File: src/rtl/raster_pkg.sv
// Coordinate width and fraction bits are fixed here; box extents should be multiples of the step
`default_nettype none

package raster_pkg;

    // Signed fixed-point coordinate width
    localparam int SIGFIG = 24;
    // Fraction bits, one pixel is 1 << RADIX
    localparam int RADIX = 10;

    // Triangle geometry
    localparam int VERTS = 3;
    // x, y and z per vertex
    localparam int AXES = 3;

    // Colour channels
    localparam int COLORS = 3;

    // Integer part in [SIGFIG-1:RADIX], fraction in [RADIX-1:0]
    typedef logic signed [SIGFIG-1:0] fixed_t;

    // Sample location
    typedef struct packed {
        fixed_t x;
        fixed_t y;
    } point_t;

    // Bounding box corners
    typedef struct packed {
        point_t ll;
        point_t ur;
    } box_t;

    // One vertex, index 0 is x
    typedef fixed_t [AXES-1:0] vertex_t;

    // Full triangle
    typedef vertex_t [VERTS-1:0] tri_t;

    // Unsigned colour channel
    typedef logic [SIGFIG-1:0] channel_t;

    typedef channel_t [COLORS-1:0] color_t;

    // Payload carried alongside every sample of a box
    typedef struct packed {
        tri_t   geom;
        color_t color;
    } prim_t;

    // Iterator state
    typedef enum logic {
        ITER_WAIT = 1'b0,
        ITER_TEST = 1'b1
    } iter_state_e;

    // Subsample code, one-hot
    // Shifted left by RADIX-3 it gives the step in fixed point
    typedef enum logic [3:0] {
        MSAA_1X  = 4'b1000,
        MSAA_4X  = 4'b0100,
        MSAA_16X = 4'b0010,
        MSAA_64X = 4'b0001
    } msaa_e;

endpackage

`default_nettype wire

File: src/rtl/sample_stepper.sv
// Purely combinational; codes outside msaa_e step by one pixel, msaa must be static during a scan
`timescale 1ns/100ps
`default_nettype none

module sample_stepper
    import raster_pkg::*;
(
    // Current registered sample
    input  point_t sample,
    // Box being scanned
    input  box_t   cur_box,
    // Subsample code
    input  msaa_e  msaa,

    // Next sample on the same row
    output point_t right_pt,
    // First sample on the next row
    output point_t up_pt,

    // Edge flags for the current sample
    output logic   at_right,
    output logic   at_top,
    output logic   at_end
);

    // Sanitized one-hot code
    logic [3:0] code;

    // Step size in fixed point
    fixed_t step;

    // Illegal codes fall back to a single sample per pixel
    always_comb begin
        case (msaa)
            MSAA_1X,
            MSAA_4X,
            MSAA_16X,
            MSAA_64X: begin
                code = msaa;
            end
            default: begin
                code = MSAA_1X;
            end
        endcase
    end

    // 4'b1000 << 7 is 1024, one pixel
    assign step = fixed_t'(code) << (RADIX - 3);

    // Right candidate keeps the row
    always_comb begin
        right_pt.x = sample.x + step;
        right_pt.y = sample.y;
    end

    // Up candidate restarts at the left edge
    always_comb begin
        up_pt.x = cur_box.ll.x;
        up_pt.y = sample.y + step;
    end

    // Signed compares against the upper-right corner
    // Using >= keeps the scan finite when extents are not step multiples
    always_comb begin
        at_right = (sample.x >= cur_box.ur.x);
        at_top   = (sample.y >= cur_box.ur.y);
    end

    // Last sample of the box
    assign at_end = at_right && at_top;

endmodule

`default_nettype wire

File: src/rtl/sample_iter_fsm.sv
// Upstream must hold box, payload and tri_valid while halt is high; no downstream back-pressure
`timescale 1ns/100ps
`default_nettype none

module sample_iter_fsm
    import raster_pkg::*;
(
    input  logic   clk,
    input  logic   rst,

    // Upstream box and payload
    input  prim_t  prim_in,
    input  box_t   box_in,
    input  logic   tri_valid,

    // Candidates and flags from the stepper
    input  point_t right_pt,
    input  point_t up_pt,
    input  logic   at_right,
    input  logic   at_end,

    // Registered box for the stepper
    output box_t   cur_box,

    // Downstream sample stream
    output point_t sample,
    output prim_t  prim_out,
    output logic   sample_valid,

    // Holds upstream during a scan
    output logic   halt
);

    iter_state_e state;
    iter_state_e state_next;

    point_t sample_next;
    prim_t  prim_next;
    logic   valid_next;
    logic   halt_next;

    // New box taken this cycle
    logic   accept;

    assign accept = (state == ITER_WAIT) && tri_valid;

    // Next-state and next-output logic
    always_comb begin
        // Hold by default
        state_next  = state;
        sample_next = sample;
        prim_next   = prim_out;
        valid_next  = sample_valid;
        halt_next   = halt;

        case (state)
            ITER_WAIT: begin
                if (tri_valid) begin
                    // First sample is the lower-left corner
                    state_next  = ITER_TEST;
                    sample_next = box_in.ll;
                    prim_next   = prim_in;
                    valid_next  = 1'b1;
                    halt_next   = 1'b1;
                end else begin
                    valid_next  = 1'b0;
                    halt_next   = 1'b0;
                end
            end

            ITER_TEST: begin
                if (at_end) begin
                    // Release upstream after the last sample
                    state_next  = ITER_WAIT;
                    sample_next = cur_box.ll;
                    valid_next  = 1'b0;
                    halt_next   = 1'b0;
                end else if (at_right) begin
                    // Wrap to the next row
                    sample_next = up_pt;
                end else begin
                    sample_next = right_pt;
                end
            end

            default: begin
                state_next = ITER_WAIT;
                valid_next = 1'b0;
                halt_next  = 1'b0;
            end
        endcase
    end

    // Control and output registers
    always_ff @(posedge clk or posedge rst) begin
        if (rst) begin
            state        <= ITER_WAIT;
            sample       <= '0;
            prim_out     <= '0;
            sample_valid <= 1'b0;
            halt         <= 1'b0;
        end else begin
            state        <= state_next;
            sample       <= sample_next;
            prim_out     <= prim_next;
            sample_valid <= valid_next;
            halt         <= halt_next;
        end
    end

    // Box register, loaded once per scan
    always_ff @(posedge clk) begin
        if (accept) begin
            cur_box <= box_in;
        end
    end

    // Accepted box starts a scan at its lower-left corner
    a_wait_to_test: assert property (
        @(posedge clk) disable iff (rst)
        (state == ITER_WAIT) && tri_valid |=>
            (state == ITER_TEST) && sample_valid && (sample == $past(box_in.ll))
    ) else $error("wait to test transition failed");

    // Idle stays idle without a box
    a_wait_stay: assert property (
        @(posedge clk) disable iff (rst)
        (state == ITER_WAIT) && !tri_valid |=> (state == ITER_WAIT) && !sample_valid
    ) else $error("wait state left without tri_valid");

    // End of box returns to idle
    a_test_to_wait: assert property (
        @(posedge clk) disable iff (rst)
        (state == ITER_TEST) && at_end |=> (state == ITER_WAIT) && !sample_valid
    ) else $error("test to wait transition failed");

    // Scan continues until the end flag
    a_test_stay: assert property (
        @(posedge clk) disable iff (rst)
        (state == ITER_TEST) && !at_end |=> (state == ITER_TEST) && sample_valid
    ) else $error("scan ended early");

    // Every issued sample lies inside the box
    a_in_box: assert property (
        @(posedge clk) disable iff (rst)
        sample_valid |->
            (sample.x >= cur_box.ll.x) && (sample.x <= cur_box.ur.x) &&
            (sample.y >= cur_box.ll.y) && (sample.y <= cur_box.ur.y)
    ) else $error("sample outside bounding box");

    // Halt tracks valid and the scan state
    a_halt_valid: assert property (
        @(posedge clk) disable iff (rst)
        (halt == sample_valid) && (sample_valid == (state == ITER_TEST))
    ) else $error("halt and sample_valid disagree");

    // Payload is frozen for the whole scan
    a_prim_stable: assert property (
        @(posedge clk) disable iff (rst)
        sample_valid && $past(sample_valid) |-> $stable(prim_out)
    ) else $error("payload changed during scan");

endmodule

`default_nettype wire

File: src/rtl/raster_sample_iter.sv
// One-cycle latency from acceptance to first sample; box extents should be multiples of the step
`timescale 1ns/100ps
`default_nettype none

module raster_sample_iter
    import raster_pkg::*;
(
    input  logic   clk,
    input  logic   rst,

    // From the bounding-box stage
    input  prim_t  prim_in,
    input  box_t   box_in,
    input  logic   tri_valid,

    // Static during a scan
    input  msaa_e  msaa,

    // Back to the bounding-box stage
    output logic   halt,

    // To the sample test stage
    output prim_t  prim_out,
    output point_t sample,
    output logic   sample_valid
);

    // Box held by the FSM
    box_t   cur_box;

    // Stepper results
    point_t right_pt;
    point_t up_pt;
    logic   at_right;
    logic   at_end;

    // Registered state and outputs
    sample_iter_fsm i_fsm (
        .clk          (clk),
        .rst          (rst),
        .prim_in      (prim_in),
        .box_in       (box_in),
        .tri_valid    (tri_valid),
        .right_pt     (right_pt),
        .up_pt        (up_pt),
        .at_right     (at_right),
        .at_end       (at_end),
        .cur_box      (cur_box),
        .sample       (sample),
        .prim_out     (prim_out),
        .sample_valid (sample_valid),
        .halt         (halt)
    );

    // Next-sample candidates from the registered sample
    // Top-edge flag alone is folded into at_end and not needed here
    sample_stepper i_stepper (
        .sample   (sample),
        .cur_box  (cur_box),
        .msaa     (msaa),
        .right_pt (right_pt),
        .up_pt    (up_pt),
        .at_right (at_right),
        .at_top   (),
        .at_end   (at_end)
    );

endmodule

`default_nettype wire

File: config.mk
export PLATFORM = sky130hd
export DESIGN_NAME = raster_sample_iter
export DESIGN_NICKNAME = d
export VERILOG_FILES = /design/src/rtl/raster_pkg.sv /design/src/rtl/sample_stepper.sv /design/src/rtl/sample_iter_fsm.sv /design/src/rtl/raster_sample_iter.sv
export SDC_FILE = /design/constraint.sdc
export NUM_CORES = 1
export LEC_CHECK = 0
export BUFFER_PORTS_ARGS = -buffer_cell sky130_fd_sc_hd__buf_4
export CORE_AREA = 2 2 284 286
export CTS_BUF_LIST = sky130_fd_sc_hd__clkbuf_8 sky130_fd_sc_hd__clkbuf_16
export DETAILED_ROUTE_END_ITERATION = 16
export DIE_AREA = 0 0 286 288
export GPL_TIMING_DRIVEN = 0
export SETUP_SLACK_MARGIN = 0.5
export SKIP_CTS_REPAIR_TIMING = 1
export SLEW_MARGIN = 20
export SYNTH_ARGS = -nofsm -noshare
export SYNTH_HDL_FRONTEND = slang
export SYNTH_HIERARCHICAL = 1
export SYNTH_SLANG_ARGS = --single-unit
export TNS_END_PERCENT = 20
File: constraint.sdc
create_clock -name clk -period 14.1 [get_ports clk]
set_input_delay 2.115 -clock clk [delete_from_list [all_inputs] [get_ports clk]]
set_output_delay 2.115 -clock clk [all_outputs]
set_load 0.005 [all_outputs]
Yosys cells after proc, flatten, opt, wreduce, memory -nomap -nowiden. Cells that the tools add are included.

Output and inout bits: 338. Bits in latches: 0. Bits in read-only memories: 0. Bits in writable memories: 0. Register bits after elaboration: 434. Word-level logic and storage cells: 47. Input bits: 391. Memories: 0.

$mul: 0. Equality and inequality tests: 7. Muxes and demuxes: 10. Magnitude comparators: 2. Shifts and indexed selects: 0. Div/mod/pow operators: 0. Add/subtract/negate cells: 2. Bitwise gates (word level): 1. Reduce and logical (&&, ||, !) cells: 5.

Operators with widths (count): two-way mux 48 bit (3); case mux 48 bit (2 select lines) (1); adder 24 x 12 -> 24 bit (2); greater-or-equal comparator 24 bit (2); == test 4 x 1 -> 1 bit, second input constant (1); == test 4 x 2 -> 1 bit, second input constant (1); == test 4 x 3 -> 1 bit, second input constant (1); == test 4 bit, second input constant (1); two-way mux 4 bit (1); inequality test 2 bit, second input constant (2); case mux 1 bit (2 select lines) (2); AND reduction 2 bit (2); OR reduction 4 bit (1); two-way mux 1 bit (3); inequality test 3 x 2 -> 1 bit, second input constant (1); logical AND 1 bit (2); NOT 1 bit (1).

Longest topological paths before layout.
Depth in word-level cells: 7. Gate-level depth with buffers: 14. Gate-level depth less buffers: 12.

Modules after synthesis. Netlist, hierarchy kept.

Modules (own cells, without submodules): sample_iter_fsm (sequential area each 11340.9 um^2, cells an instance 1618, area an instance 16902.5 um^2, instances 1); sample_stepper (sequential area each 0.0 um^2, cells an instance 348, area an instance 2509.9 um^2, instances 1).

Worst setup path before layout. Ideal clock, no wire load.

Path type: in2reg. Start point: input port tri_valid. End point: register i_fsm/cur_box[0] (netlist name). Setup time: 0.498 ns. Setup slack: 8.426 ns. Buffers on the path: 2. Stages on the path: 4. Data arrival time: 5.175 ns. Data required time: 13.602 ns. Path through: buf_6 nand2b_4 inv_4 clkbuf_1.

Word-level cells in the longest chain between the ends: 1.

RTL lines: start: declaration (line raster_sample_iter.sv:14) `input logic tri_valid,`; logical AND 1 bit (line sample_iter_fsm.sv:45) `assign accept = (state == ITER_WAIT) && tri_valid;`; via i_fsm.accept (line sample_iter_fsm.sv:43) `logic accept;`.

The timed path passes the listed nets, and every way through them passes these cells. A chain may end at the register's enable or synchronous reset.

==> out/results.txt <==
startpoint types = input port
Max-slew headroom = 0.286
R2R cell count = 12
Clock Skew = 0.0374 ns
Peak Freq = 0.211 GHz
syn avg cell area = 9.88 um^2
layout cell share with drive strength beyond 1 = 0.352
Initial Utilization = 0.244
die area = 82,400 um^2
# rows = 104
vias in the first global route = 16,600
hpwl dp = 60.5 mm
worst IR drop on VDD = 123 uV
Hold Crit Depth = 1
HP Start = i_fsm/cur_box[55]$_DFFE_PP_
die span in x = 286 um
critical-path cell list = buf_4, nor4b_1, ha_1, ha_1, a2111oi_2, nor4b_2, and2_2, nand4_1, xnor2_1, mux2i_1, o22ai_1, a21o_1
Worst path top cell family by delay = simple AND/OR/NAND/NOR gates
largest net degree at the start of global routing = 102
Layout Nets = 3,197
initial antenna violation count = 15
CP max stage delay = 0.91 ns
Hold Path Sink = i_fsm/sample[7]$_DFFE_PP0P_
crit path max-delay cell type = nor4b_1
Finish-stage setup viols = 0
placed cells = 3,758
CTS tree = yes
Sum Neg Setup Slack = 0 ns
final core utilization = 0.354
Die Span Y = 288 um
fraction of the cycle the final worst path needs = 0.336
status = complete, no violations
crit path kind = in2reg
worst r2r src = i_fsm/sample[22]$_DFFE_PP0P_
syn_nets = 2,410
Post-Layout Cell Count = 3,861
Register Area = 11,300 um^2
P&R area growth vs syn = 45.4%
TritonCTS Sinks = 434
drt pass-1 iters = 7
I/O Buffers = 727
Final Hold Vio Count = 0
Leak = 15.0 nW
Worst R2R End = i_fsm/sample[19]$_DFFE_PP0P_
dpl cell area = 26,300 um^2
Crit path depth = 12
Root Driver = clkbuf_16
core region area = 79,600 um^2
crit-path max FO = 5
Inserted Clock Buffers = 52
HP Class = reg2reg
WP buf/inv = 1
worst-margin pin slew = 1.06 ns
critical path arrival = 5.23 ns
final wirelength = 77.2 mm
layout filler cell count = 8,208
RSZ-0062 raised after global routing = false
Initial DRC Count = 850
Worst Path Required = 14.59 ns
CTS Buffer Depth = 3
first-pass GRT wire length = 111 mm
flop2flop setup slack = 10.08 ns
Worst-Skew Late Latency = 0.62 ns
Worst Hold Margin = 0.439 ns
Final Max Tran Viols = 0
Design Area, Final = 28,200 um^2
Tmin final = 4.74 ns
DR vias = 16,600
Avg WL per Cell = 20.0 um
Setup crit end kind = flop
Final Wtd Congestion = 0.857
H-tree depth = 2
total global-route track usage = 0.181
max cap viols = 0
I/O pin count = 729
drc violations = 0
area of the multi-input gates = 6780 um^2
Synth warnings = 6
Final ANT Viol Nets = 0
Synth Cell Area = 19,400 um^2
Cells after Synth = 1,965
Overflow after GRT = 0
vias per cell = 4.30
Cell Pwr Density = 231 nW/um^2
critical path's most frequent cell = ha_1
CTS clk-pin slew, worst paths = 0.06 ns
==> worst max-delay path by stage <==
stage,from,end,slack (ns)
after floorplan,rst,i_fsm/halt$_DFFE_PP0P_,2.62
after global placement,rst,i_fsm/prim_out[158]$_DFFE_PP0P_,-2.61
after detailed placement,msaa[1],i_fsm/sample[47]$_DFFE_PP0P_,8.68
after CTS,msaa[1],i_fsm/sample[47]$_DFFE_PP0P_,9.31
after global routing,msaa[1],i_fsm/sample[47]$_DFFE_PP0P_,9.26
final,msaa[1],i_fsm/sample[47]$_DFFE_PP0P_,9.36
==> report_power, final <==
part | internal (mW) | total (mW) | switching, mW
Clock | 0.871 | 1.44 | 0.573
Sequential | 1.85 | 2.26 | 0.412
Combinational | 1.38 | 2.82 | 1.45
Total | 4.09 | 6.53 | 2.43
==> worst reg2reg max path: cells and delay by family, from the launching register on <==
family                   cells  cell delay, ns
flip-flops                   1            0.50
buffers and inverters        3            0.71
AO/OA/AOI/OAI                4            1.09
adder cells (fa/ha/maj)      1            0.36
AND/OR/NAND/NOR              4            1.24
==> cell type report <==
| cell class | instances | area share |
|---|---|---|
| Inverter | 66 | 0.00913 |
| Clock inverter | 31 | 0.0121 |
| Clock buffer | 67 | 0.0538 |
| Multi-Input combinational cell | 1308 | 0.240 |
| Antenna cell | 5 | 0.000443 |
| Timing Repair Buffer | 733 | 0.198 |
| Buffer | 157 | 0.0372 |
| Tap cell | 1060 | 0.0470 |
| Sequential cell | 434 | 0.402 |
==> metal layers <==
layer	wire, um	part of all wire	global-route usage	vias up
met3	7140	0.092	0.0638	142
met4	2940	0.038	0.0651	18
met2	37400	0.48	0.307	592
met5	118	0.0015	0	-
li1	-	-	-	7919
met1	29700	0.38	0.210	7935
==> through the flow <==
stage | worst slack, ns | power, mW
2_1_floorplan | 2.62 | 3.55
5_1_grt | 9.26 | 6.95
4_1_cts | 9.31 | 6.62
6_report | 9.36 | 6.53
3_5_place_dp | 8.68 | 5.13
3_3_place_gp | -2.61 | 5.10
==> registers in the layout, indices dropped and copies added (netlist names) <==
register,count
i_fsm/cur_box,96
i_fsm/halt,1
i_fsm/prim_out,288
i_fsm/sample,48
i_fsm/state,1
==> cells in the final DEF (no fill, tap or decap), types with 3 or more instances in the layout <==
master,instances
a21oi_1,36
nor2b_1,3
buf_16,4
inv_1,70
and3_1,17
and4_1,3
ha_1,54
buf_8,4
xnor2_1,17
o21ai_0,10
nor3_2,3
nand3_1,5
edfxtp_1,96
buf_4,808
clkbuf_8,14
mux2i_1,84
clkinv_2,10
nor3_1,3
diode_2,5
bufinv_16,6
clkbuf_16,53
xor2_1,18
nand4_1,16
o211ai_1,3
nand2b_1,3
a21o_1,38
clkinv_4,4
dfrtp_1,338
nand2_1,894
buf_2,58
o32a_1,12
o22ai_1,35
clkbuf_1,9
nor2_1,23
buf_6,5
Power figures use the tool's default switching activity.
